<file path="src/hw/fifo_settings.svh">
/* sizes and flag thresholds of the sync FIFO; FIFO_DEPTH-1 must fit in FIFO_ADDR_W bits
   and both thresholds must lie between 0 and FIFO_DEPTH */
`ifndef FIFO_SETTINGS_SVH
`define FIFO_SETTINGS_SVH

// ---------------------------------------------------------------------------
// storage geometry
// ---------------------------------------------------------------------------
`define FIFO_DATA_W     18 // bits per entry
`define FIFO_DEPTH      12 // entries, any value, not only powers of two
`define FIFO_ADDR_W     4  // enough bits for FIFO_DEPTH-1

// ---------------------------------------------------------------------------
// static flag thresholds, compared against the occupancy count
// ---------------------------------------------------------------------------
// almost-full once the count reaches this value
`define FIFO_AFULL_VAL  9
// almost-empty while the count is at or below this value
`define FIFO_AEMPTY_VAL 3

`endif
</file>
<file path="src/hw/fifo_pkg.sv">
/* shared types of the sync FIFO, widths taken from the settings header */
`include "fifo_settings.svh"

package fifo_pkg;

   // one stored word
   typedef logic [`FIFO_DATA_W-1:0] fifo_data_t;

   // memory address, counts 0 .. FIFO_DEPTH-1
   typedef logic [`FIFO_ADDR_W-1:0] fifo_addr_t;

   // occupancy 0 .. FIFO_DEPTH, one bit wider than the address
   typedef logic [`FIFO_ADDR_W:0] fifo_count_t;

endpackage

</file>
<file path="src/hw/sync_fifo.sv">
/* single-clock FIFO top, sizes from the settings header; refused requests
   are dropped and reported on overflow_o and underflow_o, never retried */
`timescale 1ns/1ns

module sync_fifo (
   input  logic                  pos_clk,
   input  logic                  aresetn,
   input  logic                  wr_en_i,
   input  fifo_pkg::fifo_data_t  wr_data_i,
   input  logic                  rd_en_i,
   output fifo_pkg::fifo_data_t  rd_data_o,
   output logic                  full_o,
   output logic                  afull_o,
   output logic                  empty_o,
   output logic                  aempty_o,
   output fifo_pkg::fifo_count_t wrcnt_o,
   output logic                  wack_o,
   output logic                  dvld_o,
   output logic                  overflow_o,
   output logic                  underflow_o
);

   logic                 wr_accept;   // gated write
   logic                 rd_accept;   // gated read
   fifo_pkg::fifo_addr_t waddr;
   fifo_pkg::fifo_addr_t raddr;

   // ------------------------------------------------------------------------
   // control
   // ------------------------------------------------------------------------
   fifo_occupancy i_occupancy (
      .pos_clk     (pos_clk),
      .aresetn     (aresetn),
      .wr_en_i     (wr_en_i),
      .rd_en_i     (rd_en_i),
      .wr_accept_o (wr_accept),
      .rd_accept_o (rd_accept),
      .count_o     (wrcnt_o),
      .full_o      (full_o),
      .afull_o     (afull_o),
      .empty_o     (empty_o),
      .aempty_o    (aempty_o)
   );

   fifo_addr_gen i_addr_gen (
      .pos_clk     (pos_clk),
      .aresetn     (aresetn),
      .wr_accept_i (wr_accept),
      .rd_accept_i (rd_accept),
      .waddr_o     (waddr),
      .raddr_o     (raddr)
   );

   fifo_strobes i_strobes (
      .pos_clk     (pos_clk),
      .aresetn     (aresetn),
      .wr_en_i     (wr_en_i),
      .rd_en_i     (rd_en_i),
      .wr_accept_i (wr_accept),
      .rd_accept_i (rd_accept),
      .wack_o      (wack_o),
      .dvld_o      (dvld_o),
      .overflow_o  (overflow_o),
      .underflow_o (underflow_o)
   );

   // ------------------------------------------------------------------------
   // storage
   // ------------------------------------------------------------------------
   fifo_ram i_ram (
      .pos_clk (pos_clk),
      .we_i    (wr_accept),
      .waddr_i (waddr),
      .wdata_i (wr_data_i),
      .re_i    (rd_accept),
      .raddr_i (raddr),
      .rdata_o (rd_data_o)   // valid with dvld_o
   );

endmodule

</file>
<file path="src/hw/fifo_ram.sv">
/* FIFO_DEPTH x FIFO_DATA_W storage, synchronous write, registered read;
   the read word holds between reads and is undefined until the first one */
`timescale 1ns/1ns
`include "fifo_settings.svh"

module fifo_ram (
   input  logic                 pos_clk,
   input  logic                 we_i,     // write strobe, already gated
   input  fifo_pkg::fifo_addr_t waddr_i,
   input  fifo_pkg::fifo_data_t wdata_i,
   input  logic                 re_i,     // read strobe, already gated
   input  fifo_pkg::fifo_addr_t raddr_i,
   output fifo_pkg::fifo_data_t rdata_o
);

   fifo_pkg::fifo_data_t mem [`FIFO_DEPTH]; // storage array
   fifo_pkg::fifo_data_t rdata_q;           // read data register

   // ------------------------------------------------------------------------
   // write port
   // ------------------------------------------------------------------------
   always_ff @(posedge pos_clk) begin
      if (we_i) begin
         mem[waddr_i] <= wdata_i;
      end
   end

   // read port, data one cycle after re_i
   // pointers never meet on an accepted read, so no bypass is needed
   always_ff @(posedge pos_clk) begin
      if (re_i) begin
         rdata_q <= mem[raddr_i];
      end
   end

   assign rdata_o = rdata_q;

endmodule

</file>
<file path="src/hw/fifo_strobes.sv">
/* one-cycle status strobes, each one cycle after its event; a request that is
   present but not accepted counts as refused */
`timescale 1ns/1ns

module fifo_strobes (
   input  logic pos_clk,
   input  logic aresetn,
   input  logic wr_en_i,      // raw write request
   input  logic rd_en_i,      // raw read request
   input  logic wr_accept_i,
   input  logic rd_accept_i,
   output logic wack_o,       // write acknowledge
   output logic dvld_o,       // read data valid
   output logic overflow_o,   // write refused
   output logic underflow_o   // read refused
);

   logic wack_q;
   logic dvld_q;
   logic overflow_q;
   logic underflow_q;

   // ------------------------------------------------------------------------
   // strobe registers
   // ------------------------------------------------------------------------
   always_ff @(posedge pos_clk or negedge aresetn) begin
      if (!aresetn) begin
         wack_q      <= 1'b0;
         dvld_q      <= 1'b0;
         overflow_q  <= 1'b0;
         underflow_q <= 1'b0;
      end else begin
         wack_q      <= wr_accept_i;
         dvld_q      <= rd_accept_i;             // lines up with the RAM read
         overflow_q  <= wr_en_i & ~wr_accept_i;  // asked while full
         underflow_q <= rd_en_i & ~rd_accept_i;  // asked while empty
      end
   end

   assign wack_o      = wack_q;
   assign dvld_o      = dvld_q;
   assign overflow_o  = overflow_q;
   assign underflow_o = underflow_q;

endmodule

</file>
<file path="src/hw/fifo_addr_gen.sv">
/* write and read pointers of the storage; both wrap from FIFO_DEPTH-1 to 0,
   so the depth need not be a power of two */
`timescale 1ns/1ns
`include "fifo_settings.svh"

module fifo_addr_gen (
   input  logic                 pos_clk,
   input  logic                 aresetn,
   input  logic                 wr_accept_i, // advance write pointer
   input  logic                 rd_accept_i, // advance read pointer
   output fifo_pkg::fifo_addr_t waddr_o,
   output fifo_pkg::fifo_addr_t raddr_o
);

   fifo_pkg::fifo_addr_t waddr_q;
   fifo_pkg::fifo_addr_t raddr_q;

   // ------------------------------------------------------------------------
   // pointer counters
   // ------------------------------------------------------------------------
   always_ff @(posedge pos_clk or negedge aresetn) begin
      if (!aresetn) begin
         waddr_q <= '0;
         raddr_q <= '0;
      end else begin
         if (wr_accept_i) begin
            if (waddr_q == fifo_pkg::fifo_addr_t'(`FIFO_DEPTH - 1)) begin
               waddr_q <= '0;             // last entry, wrap
            end else begin
               waddr_q <= waddr_q + 1'b1;
            end
         end
         if (rd_accept_i) begin
            if (raddr_q == fifo_pkg::fifo_addr_t'(`FIFO_DEPTH - 1)) begin
               raddr_q <= '0;
            end else begin
               raddr_q <= raddr_q + 1'b1;
            end
         end
      end
   end

   assign waddr_o = waddr_q;  // address of the next free slot
   assign raddr_o = raddr_q;  // address of the oldest entry

endmodule

</file>
<file path="src/hw/fifo_occupancy.sv">
/* occupancy counter and level flags; requests are gated by the registered flags,
   so a write into a full FIFO or a read from an empty one is dropped */
`timescale 1ns/1ns
`include "fifo_settings.svh"

module fifo_occupancy (
   input  logic                  pos_clk,
   input  logic                  aresetn,
   input  logic                  wr_en_i,     // raw write request
   input  logic                  rd_en_i,     // raw read request
   output logic                  wr_accept_o, // write taken this cycle
   output logic                  rd_accept_o, // read taken this cycle
   output fifo_pkg::fifo_count_t count_o,
   output logic                  full_o,
   output logic                  afull_o,
   output logic                  empty_o,
   output logic                  aempty_o
);

   fifo_pkg::fifo_count_t count_q;    // entries held
   fifo_pkg::fifo_count_t count_next; // value after this edge
   logic                  full_q;
   logic                  afull_q;
   logic                  empty_q;
   logic                  aempty_q;

   // ------------------------------------------------------------------------
   // request gating
   // ------------------------------------------------------------------------
   // only place in the design that looks at full and empty
   assign wr_accept_o = wr_en_i & ~full_q;
   assign rd_accept_o = rd_en_i & ~empty_q;

   // ------------------------------------------------------------------------
   // next count
   // ------------------------------------------------------------------------
   always_comb begin
      count_next = count_q;                      // hold, also on write+read
      if (wr_accept_o && !rd_accept_o) begin
         count_next = count_q + 1'b1;            // write alone
      end else if (rd_accept_o && !wr_accept_o) begin
         count_next = count_q - 1'b1;            // read alone
      end
   end

   // ------------------------------------------------------------------------
   // count and level flags
   // ------------------------------------------------------------------------
   // flags come from count_next so they move on the same edge as the count
   always_ff @(posedge pos_clk or negedge aresetn) begin
      if (!aresetn) begin
         count_q  <= '0;
         full_q   <= 1'b0;
         afull_q  <= 1'b0;
         empty_q  <= 1'b1;   // starts empty
         aempty_q <= 1'b1;
      end else begin
         count_q  <= count_next;
         full_q   <= (count_next == fifo_pkg::fifo_count_t'(`FIFO_DEPTH));
         afull_q  <= (count_next >= fifo_pkg::fifo_count_t'(`FIFO_AFULL_VAL));
         empty_q  <= (count_next == '0);
         aempty_q <= (count_next <= fifo_pkg::fifo_count_t'(`FIFO_AEMPTY_VAL));
      end
   end

   // ------------------------------------------------------------------------
   // outputs
   // ------------------------------------------------------------------------
   assign count_o  = count_q;
   assign full_o   = full_q;
   assign afull_o  = afull_q;
   assign empty_o  = empty_q;
   assign aempty_o = aempty_q;

endmodule

</file>
<file path="config.mk">
export PLATFORM = sky130hd
export DESIGN_NAME = sync_fifo
export DESIGN_NICKNAME = d
export VERILOG_FILES = /design/src/hw/fifo_pkg.sv /design/src/hw/sync_fifo.sv /design/src/hw/fifo_ram.sv /design/src/hw/fifo_strobes.sv /design/src/hw/fifo_addr_gen.sv /design/src/hw/fifo_occupancy.sv
export VERILOG_INCLUDE_DIRS = /design/src /design/src/hw
export SDC_FILE = /design/constraint.sdc
export NUM_CORES = 1
export LEC_CHECK = 0
export BUFFER_PORTS_ARGS = -buffer_cell sky130_fd_sc_hd__buf_2
export CAP_MARGIN = 25
export CORE_MARGIN = 3
export CORE_UTILIZATION = 50
export DETAILED_ROUTE_END_ITERATION = 10
export PLACE_DENSITY = 0.72
export SYNTH_ARGS = -nofsm -noshare
export SYNTH_HDL_FRONTEND = slang
export SYNTH_HIERARCHICAL = 1
export SYNTH_SLANG_ARGS = --single-unit
</file>
<file path="constraint.sdc">
create_clock -name pos_clk -period 4.4 [get_ports pos_clk]
set_input_delay 0.44 -clock pos_clk [delete_from_list [all_inputs] [get_ports pos_clk]]
set_output_delay 0.44 -clock pos_clk [all_outputs]
set_load 0.03 [all_outputs]
</file>
==> flow_summary.toml, run 1 <==
[place]
place.port_buffers = 52
globalplace.congestion = 0.741
placed_cells_incl_taps = 783
dp_hpwl_um = 10600

[setup_path]
critical_path_required_ps = 4660
critPathLaunchType = "flop"
critical_path.endpoint_type = "flop"
crit_type = "flop to flop"
critPathMaxFanout = 46
cp_data_arrival_time_ps = 2740

[layout]
total_inserted_antenna_cells = 0
final-seq-area_um2 = 7560
fillerInstances = 1370
final_cell_count_no_fill = 829
syn_to_final_growth_pct = 14.9
finish.net_count = 577
drive_gt1_share_pct = 32.9
multiInputGateArea_um2 = 2190

[timing]
timing.final.hold_violations = 0
layout_worst_path_cycle_share_pct = 56.4
worstMarginPinSlew_ps = 919
fin_skew_ps = 10.1
slew-limit-headroom_pct = 38.7
fmax_mhz = 403
setup_repair_after_global_routing_missed_its_margin = "no"
fin_crit_ps = 2480
setup-violations-final = 0
tns_ps = 0
final-max-slew-violation-count = 0

[logic_synthesis]
ys_warn_count = 6
post_synth_most_frequent_cells = "sky130_fd_sc_hd__edfxtp_1 (234), sky130_fd_sc_hd__mux2i_1 (36), sky130_fd_sc_hd__mux4_2 (34)"
syn_avg_cell_area_um2 = 21.0
synthCells = 470
share_of_synthesized_registers_carrying_an_async_set_or_reset_pct = 8.24
synth_area_um2 = 9870
ys_seq_elements = 255
post-synth-top-area-cell = "sky130_fd_sc_hd__edfxtp_1"
number_of_enable_type_register_cells_in_the_synthesized_netlist = 234
netlist-cell-type-count = 54
postSynthNetCount = 496
synth_sequential_area_ratio_pct = 76.6
synth.most_common_cell = "sky130_fd_sc_hd__edfxtp_1"
ys_dominant_reg_cell = "sky130_fd_sc_hd__edfxtp_1"
synth.top_cell.area_share_pct = 71.2
ys_top_cells_by_area = "sky130_fd_sc_hd__edfxtp_1 (71%), sky130_fd_sc_hd__mux4_2 (7.8%), sky130_fd_sc_hd__dfrtp_1 (4.8%)"

[clocking]
clock-root-buffer = "sky130_fd_sc_hd__clkbuf_16"
post_cts.repair.setup_buffers = 0
cts-buffers-inserted = 25
clk_latency_worst_skew_pair_ps = 520
path_clk_slew_ps = 60
clock_sinks = 255
clock_tree.htree_level_count = 1
clk_path_buf_depth = 3
tritoncts = "built"
ctsResizeCount = 0

[grt]
grt.overflow.total = 0
first_global_vias = 5045
grt_max_degree = 47
globalRouteMet1Util_pct = 23.3
grt_first_pass_wirelength_um = 29300
global_route.usage.total_pct = 17.7
met3_track_usage_gr_pct = 2.70
antenna_found_initial = 1
met2_use_gr_pct = 31.3
grt.busiest_layer = "met2"

[routing]
detail_route.iter0.violations = 336
final_antenna_net_count = 0
dr_total_vias = 4784
drt-pass1-iter-count = 4
wl_per_instance_um = 22.7
drt_wl_total_um = 18800
remaining_drc_errors = 0
route.detailed.vias_per_inst = 5.77

[power_and_ir_drop]
p_leak_nw = 3.85
max-vdd-ir-drop_mv = 0.397
cellPowerDensity_nw_per_um2 = 681

[floorplanning]
dieArea_um2 = 21500
die-width_um = 146
initial_utilization_pct = 51.9
fp.coreArea_um2 = 19000
chipHeight_um = 146
floorplan.io_pins = 53
placementRows = 50

[flow_run]
drv.max_cap_violation_count = 0

[outcome]
outcome = "completed"

[worst_hold_path]
hold_path.class = "input port to flop"
==> cell families after synthesis <==
logic type                 count (synthesis)  synth area share [%]
AOI/OAI and AO/OA                         55                  5.41
and+or+nand+nor                           52                  3.08
DFF                                      255                  76.6
xor gates and xnor gates                   4                 0.431
muxes                                     76                  12.5
buffers and inverters                     24                  1.53
adders and majority gates                  4                 0.507
==> metal layers <==
metal / up-vias / routed length [µm]
li1: 2117 / -
met4: 2 / 312
met3: 26 / 847
met2: 127 / 10100
met1: 2512 / 7590
met5: - / 13
==> placed cells by master (no fill, tap or decap), types with 4 or more instances in the layout <==
master and instances:
sky130_fd_sc_hd__mux4_2 34, sky130_fd_sc_hd__o221ai_2 9, sky130_fd_sc_hd__ha_1 4, sky130_fd_sc_hd__clkinvlp_4 4, sky130_fd_sc_hd__o21ai_0 4, sky130_fd_sc_hd__o221ai_1 9
sky130_fd_sc_hd__buf_2 52, sky130_fd_sc_hd__nor2_2 6, sky130_fd_sc_hd__clkbuf_16 25, sky130_fd_sc_hd__a22oi_1 9, sky130_fd_sc_hd__buf_4 18, sky130_fd_sc_hd__dfrtp_1 18
sky130_fd_sc_hd__a22oi_2 9, sky130_fd_sc_hd__nand3b_1 4, sky130_fd_sc_hd__clkinv_1 5, sky130_fd_sc_hd__nand3_1 7, sky130_fd_sc_hd__clkinv_2 4, sky130_fd_sc_hd__mux2i_1 36
sky130_fd_sc_hd__edfxtp_1 234, sky130_fd_sc_hd__nor2_1 8, sky130_fd_sc_hd__nand2_1 7
==> worst paths after layout <==
kind | from | end | slack (ps) | cells past startpoint
worst max-delay path | i_addr_gen/raddr_o[0] | i_ram/rdata_o[9] | 1920 | 4
worst min-delay path | rd_en_i | i_strobes/underflow_o | 200 | 2
worst max register to register | i_addr_gen/raddr_o[0] | i_ram/rdata_o[9] | 1920 | 4
worst min register to register | i_occupancy/count_o[4] | i_occupancy/count_o[4] | 530 | 1
max in group asynchronous | aresetn | i_addr_gen/raddr_o[0] | 3620 | 2
min in group asynchronous | aresetn | i_occupancy/count_o[4] | 420 | 2
==> registers in the layout, summed over array words and instances, names as in the netlist <==
signal	flops
i_addr_gen/raddr_o	4
i_addr_gen/waddr_o	4
i_occupancy/aempty_o	1
i_occupancy/afull_o	1
i_occupancy/count_o	5
i_occupancy/empty_o	1
i_occupancy/full_o	1
i_ram/mem	216
i_ram/rdata_o	18
i_strobes/dvld_o	1
i_strobes/overflow_o	1
i_strobes/underflow_o	1
i_strobes/wack_o	1
==> what timing repair did <==
item	CTS	global route
endpoints found under the setup margin	0	0
hold buffers	1	0
hold endpoints to repair	19	0
==> power breakdown <==
| part | switching (mW) | total (mW) | leakage (nW) | internal, mW |
|---|---|---|---|---|
| clock network | 0.871 | 2.10 | 0.388 | 1.22 |
| registers | 0.298 | 3.42 | 2.38 | 3.12 |
| logic | 1.27 | 2.21 | 1.08 | 0.941 |
| total | 2.44 | 7.73 | 3.85 | 5.29 |
==> final cells by class <==
type / instances / share of cell area (%)
clock inverter: 17 / 1.58
tap: 260 / 2.87
multi-input combinational: 191 / 19.3
inverter: 6 / 0.199
sequential: 255 / 66.6
timing repair buffer: 72 / 3.75
clock buffer: 28 / 5.62
==> metrics by stage <==
stage	area, µm²	util (%)	setup WS, ps	total power, mW	hold WS, ps
3_3_place_gp	10500	55.3	1940	5.63	412
2_1_floorplan	9870	-	1350	5.07	144
6_report	11300	59.6	1920	7.73	195
4_1_cts	11300	59.6	1910	7.80	177
3_5_place_dp	10500	55.3	1880	5.71	422
5_1_grt	11300	59.6	1830	8.08	189
==> worst max-delay path, cell delays in order (launching register included) <==
cell and delay, ps:
sky130_fd_sc_hd__dfrtp_4 820, sky130_fd_sc_hd__buf_12 400, sky130_fd_sc_hd__mux4_2 580, sky130_fd_sc_hd__a22oi_2 250
sky130_fd_sc_hd__o221ai_2 120
No activity file was read; power rests on OpenSTA's default activity.
==> run 2: changes to the inputs <==
Clock period 4.4 ns to 2.4 ns, I/O delays scaled along.
==> run 2 against run 1 <==
Net effect:
- power rose by 83%
- hold slack got worse by 160 ps
- largest cell class unchanged
- critical path type unchanged
- combinational power up 98%
- cell area rose by 0.89%
- largest power group unchanged
- routed wire length increased by 1.2%
- core utilization increased by 0.53 points
==> flow_summary.toml, run 2 (synthesized netlist as in run 1, its figures left out) <==
[outcome]
outcome = "completed"

[grt]
antenna_found_initial = 1
global_route.usage.total_pct = 18.0
grt.overflow.total = 0
first_global_vias = 5093
grt_max_degree = 34
grt_first_pass_wirelength_um = 29400

[power_and_ir_drop]
cellPowerDensity_nw_per_um2 = 1230
p_total_mw = 14.1
p_leak_nw = 3.91
max-vdd-ir-drop_mv = 0.571

[setup_path]
critical_path_required_ps = 2650
rr_endpoint = "i_ram/rdata_o[17]"
cp_data_arrival_time_ps = 2290
critical_path.cell_chain = "buf_4, mux4_2, a22oi_1, o221ai_1"
crit_type = "flop to flop"
r2r_start = "i_addr_gen/raddr_o[0]"
rr_worst_depth = 4
critPathLaunchType = "flop"
cp-endpoint = "i_ram/rdata_o[17]"
r2r_setup_slack_ps = 360
cp-startpoint = "i_addr_gen/raddr_o[0]"
critical_path_s_largest_stage_delay_ps = 540
critPathMaxFanout = 17
worst_path_max_delay_cell = "sky130_fd_sc_hd__mux4_2"
critical_path.endpoint_type = "flop"

[floorplanning]
initial_utilization_pct = 51.9
dieArea_um2 = 21500
fp.coreArea_um2 = 19000
placementRows = 50
floorplan.io_pins = 53
chipHeight_um = 146
die-width_um = 146

[routing]
wl_per_instance_um = 22.6
drt-pass1-iter-count = 5
detail_route.iter0.violations = 333
drt_wl_total_um = 19100
remaining_drc_errors = 0
final_antenna_net_count = 0
route.detailed.vias_per_inst = 5.68
dr_total_vias = 4803

[place]
dp_hpwl_um = 11100
placed_area_um2 = 10600
preCtsSetupSlack_ps = 338
place.port_buffers = 52
globalplace.congestion = 0.730

[layout]
total_inserted_antenna_cells = 0
layout.cells.most_common_list = "sky130_fd_sc_hd__edfxtp_1 (234), sky130_fd_sc_hd__buf_2 (52), sky130_fd_sc_hd__mux2i_1 (36)"
fillerInstances = 1382
finish.utilization_pct = 60.2
largest_register_ffs = 216
largest_register_by_flop_count = "i_ram/mem"
syn_to_final_growth_pct = 16.0
multiInputGateArea_um2 = 2210
finish.net_count = 592
layout.cells.most_common = "sky130_fd_sc_hd__edfxtp_1"
final-seq-area_um2 = 7560
drive_gt1_share_pct = 34.0
finished_layout_cell_area_um2 = 11400

[clocking]
tritoncts = "built"
clock_tree.htree_level_count = 1
post_cts.repair.setup_buffers = 0
clk_path_buf_depth = 3
cts-buffers-inserted = 26
clock_sinks = 255
clk_latency_worst_skew_pair_ps = 520
ctsResizeCount = 0
clock-root-buffer = "sky130_fd_sc_hd__clkbuf_16"
path_clk_slew_ps = 60

[timing]
slew-limit-headroom_pct = 64.8
fin_crit_ps = 2040
worstMarginPinSlew_ps = 525
setup_repair_after_global_routing_missed_its_margin = "no"
tns_ps = 0
fin_skew_ps = 12.2
setup-violations-final = 0
postLayoutSetupSlackWorst_ps = 364
final-max-slew-violation-count = 0
layout_worst_path_cycle_share_pct = 84.8
timing.final.hold_violations = 0
fmax_mhz = 491

[worst_hold_path]
min_path_cells = 1
hold_path.class = "input port to flop"

[flow_run]
drv.max_cap_violation_count = 0
-- run 2: critical path, delay by kind of cell, from the launching register on --
family | cells | cell delay [ps]
buffers and inverters | 1 | 350
AO/OA/AOI/OAI | 2 | 340
multiplexers | 1 | 540
flip-flops | 1 | 530
-- run 2: through the flow --
stage / hold slack (ps) / cells
2_1_floorplan: -55.6 / 470
5_1_grt: 48.2 / 845
6_report: 35.9 / 845
3_3_place_gp: 217 / 795
3_5_place_dp: 234 / 795
4_1_cts: 18.2 / 845
-- run 2: metal layers --
layer / global-route usage, % / share of wire, % / vias up
met4: 4.94 / 2.1 / 2
li1: - / - / 2141
met5: 0 / 0.094 / -
met1: 24.5 / 42 / 2471
met3: 3.20 / 5.6 / 41
met2: 30.3 / 50 / 148
-- run 2: report_power, final --
group	total [mW]	internal, mW	switching (mW)	leakage (nW)
clock network	3.65	2.12	1.53	0.377
logic	4.37	1.84	2.54	1.15
registers	6.11	5.73	0.383	2.38
-- run 2: how the worst min path moves through the flow --
stage,endpoint,from
after CTS,i_ram/mem[4][0],wr_data_i[0]
final,i_ram/mem[4][0],wr_data_i[0]
after global placement,i_occupancy/count_o[4],aresetn
after detailed placement,i_occupancy/count_o[4],aresetn
after global routing,i_ram/mem[4][0],wr_data_i[0]
after floorplan,i_addr_gen/raddr_o[0],aresetn
-- run 2: repair_timing --
item | in CTS | in global routing
endpoints found under the setup margin | 0 | 0
hold buffers | 3 | 0
endpoints found under the hold margin | 21 | 0
-- run 2: cell type report --
class,count,share of cell area [%]
well taps,260,2.84
inverters,6,0.197
multi-input cells,191,19.3
flip-flops and latches,255,66.1
clock buffers,40,6.51
clock inverters,7,0.295
repair buffers,86,4.79
==> run 3: changes to the inputs <==
Settings changed: ABC_AREA set to 1, PLACE_DENSITY 0.72 to 0.75.
Clock period 2.4 ns to 1.7 ns, I/O delays scaled along.
==> run 3 against run 2 <==
Net effect:
- sequential cell count is the same
- fmax up 29%
- core utilization fell by 0.47 points
- first-iteration DRC count up 62%
- global-route usage increased by 1.7 points
==> flow_summary.toml, run 3 <==
[timing]
fmax_mhz = 631
final-max-slew-violation-count = 0
slew-limit-headroom_pct = 65.1
fin_crit_ps = 1580
timing.final.hold_violations = 0
tns_ps = 0
setup_repair_after_global_routing_missed_its_margin = "no"
layout_worst_path_cycle_share_pct = 93.2
fin_skew_ps = 11.3
worstMarginPinSlew_ps = 523
setup-violations-final = 0
finalHoldWorstSlack_ps = 13.4
postLayoutSetupSlackWorst_ps = 116

[layout]
total_inserted_antenna_cells = 0
final_cell_count_no_fill = 1380
layout.cells.most_common = "sky130_fd_sc_hd__nand2_1"
drive_gt1_share_pct = 15.0
layout.cells.most_common_list = "sky130_fd_sc_hd__nand2_1 (272), sky130_fd_sc_hd__edfxtp_1 (234), sky130_fd_sc_hd__inv_1 (134)"
syn_to_final_growth_pct = 16.7
finish.net_count = 1111
largest_register_by_flop_count = "i_ram/mem"
largest_register_ffs = 216

[power_and_ir_drop]
cellPowerDensity_nw_per_um2 = 1660
max-vdd-ir-drop_mv = 1.11
p_leak_nw = 5.25
p_total_mw = 20.9

[outcome]
outcome = "completed"

[setup_path]
rr_worst_depth = 7
critical_path.cell_chain = "inv_2, buf_12, nand2_1, nand3_1, nand3_1, nand3_1, nand2_1"
cp-endpoint = "i_ram/rdata_o[8]"
r2r_start = "i_addr_gen/raddr_o[0]"
worst_path_max_delay_cell = "sky130_fd_sc_hd__dfrtp_4"
cp_data_arrival_time_ps = 1850
crit_type = "flop to flop"
critical_path.endpoint_type = "flop"
cell_occurring_most_often_along_the_worst_timing_path = "sky130_fd_sc_hd__nand3_1"
cp-startpoint = "i_addr_gen/raddr_o[0]"
critical_path_s_largest_stage_delay_ps = 510
critPathMaxFanout = 50
critical_path_required_ps = 1970
r2r_setup_slack_ps = 120
critPathLaunchType = "flop"
rr_endpoint = "i_ram/rdata_o[8]"

[clocking]
cts-buffers-inserted = 26
post_cts.repair.setup_buffers = 0
clock-root-buffer = "sky130_fd_sc_hd__clkbuf_16"
clk_latency_worst_skew_pair_ps = 520
clk_path_buf_depth = 3
path_clk_slew_ps = 60
ctsResizeCount = 0
clock_sinks = 255
clock_tree.htree_level_count = 1
tritoncts = "built"
post_cts_hold_buffer_count = 19

[logic_synthesis]
ys_seq_elements = 255
number_of_enable_type_register_cells_in_the_synthesized_netlist = 234
ys_warn_count = 6
ys_top_cells_by_area = "sky130_fd_sc_hd__edfxtp_1 (65%), sky130_fd_sc_hd__nand2_1 (9.4%), sky130_fd_sc_hd__nand3_1 (5.8%)"
share_of_synthesized_registers_carrying_an_async_set_or_reset_pct = 8.24
synth_sequential_area_ratio_pct = 69.8
ys_dominant_reg_cell = "sky130_fd_sc_hd__edfxtp_1"
synth_area_um2 = 10800
netlist-cell-type-count = 29
post-synth-top-area-cell = "sky130_fd_sc_hd__edfxtp_1"
synth.most_common_cell = "sky130_fd_sc_hd__nand2_1"
synth.top_cell.area_share_pct = 64.9
syn_avg_cell_area_um2 = 10.9
synthCells = 992
post_synth_most_frequent_cells = "sky130_fd_sc_hd__nand2_1 (272), sky130_fd_sc_hd__edfxtp_1 (234), sky130_fd_sc_hd__inv_1 (134)"
postSynthNetCount = 1018

[grt]
grt_first_pass_wirelength_um = 37100
globalRouteMet1Util_pct = 26.9
first_global_vias = 7087
antenna_found_initial = 0
grt.overflow.total = 0
met3_track_usage_gr_pct = 2.58
grt_max_degree = 69
grt.busiest_layer = "met2"
global_route.usage.total_pct = 19.7
met2_use_gr_pct = 33.4

[floorplanning]
dieArea_um2 = 23400
die-width_um = 153
placementRows = 53
chipHeight_um = 153
fp.coreArea_um2 = 21200
initial_utilization_pct = 51.2
floorplan.io_pins = 53

[routing]
drt_wl_total_um = 23000
detail_route.iter0.violations = 541
final_antenna_net_count = 0
wl_per_instance_um = 16.7
remaining_drc_errors = 0
drt-pass1-iter-count = 5
route.detailed.vias_per_inst = 5.18
dr_total_vias = 7145

[flow_run]
drv.max_cap_violation_count = 0

[place]
preCtsSetupSlack_ps = 123
globalplace.congestion = 0.775
dp_hpwl_um = 13300
place.port_buffers = 52
placed_cells_incl_taps = 1313

[worst_hold_path]
hold_path.class = "input port to flop"
-- run 3: changes by cell type in the layout (fill, tap and decap cells not counted), sizes merged, moves of 53 or more --
cell / before / now
nand2: 7 / 279
inv: 6 / 143
nand3: 7 / 127
nor2: 14 / 68
o21ai: 6 / 59
-- run 3: layout make-up --
| class | instances | area (µm²) |
|---|---|---|
| timing repair buffer | 107 | 871 |
| clock inverter | 9 | 62.6 |
| fill | 1633 | 8530 |
| tap | 275 | 344 |
| sequential | 255 | 7560 |
| multi-input combinational | 550 | 2500 |
| inverter | 145 | 547 |
| clock buffer | 39 | 741 |
-- run 3: how the worst min path moves through the flow --
stage                       startpoint                      to  cells after the start
after floorplan                aresetn   i_addr_gen/raddr_o[0]                      0
after global placement         aresetn  i_occupancy/count_o[1]                      1
after detailed placement       aresetn  i_occupancy/count_o[1]                      1
after CTS                 wr_data_i[5]         i_ram/mem[8][5]                      1
after global routing      wr_data_i[5]         i_ram/mem[8][5]                      1
final                     wr_data_i[5]        i_ram/mem[10][5]                      1
-- run 3: metal layers --
metal | vias to the layer above | routed length (µm) | part of all wire (%)
li1 | 3452 | - | -
met2 | 266 | 11300 | 49
met5 | - | 0 | 0
met3 | 46 | 1630 | 7.1
met4 | 0 | 540 | 2.3
met1 | 3381 | 9540 | 41
-- run 3: through the flow --
stage	area, µm²	util, %
2_1_floorplan	10900	-
3_3_place_gp	11600	55.0
3_5_place_dp	11600	55.0
4_1_cts	12600	59.7
5_1_grt	12600	59.7
6_report	12600	59.7
-- run 3: where the power goes --
group | switching, mW | internal (mW) | leakage, nW
Sequential | 0.389 | 7.96 | 2.38
Clock | 2.21 | 3.14 | 0.390
Combinational | 4.98 | 2.25 | 2.48
-- run 3: cells by family (layout without fill, tap and decap cells) --
family                     Yosys count  count (layout)  share of synthesized area (%)
and+or+nand+nor                    478             478                           18.8
buffers and inverters              187             300                           7.65
adders and majority gates            4               4                          0.463
AOI/OAI and AO/OA                   68              68                           3.25
DFF                                255             255                           69.8
-- run 3: critical path, delay by kind of cell, from the launching register on --
family | cells | cell delay (ps)
flops | 1 | 510
simple gates | 5 | 450
buf+inv | 2 | 360
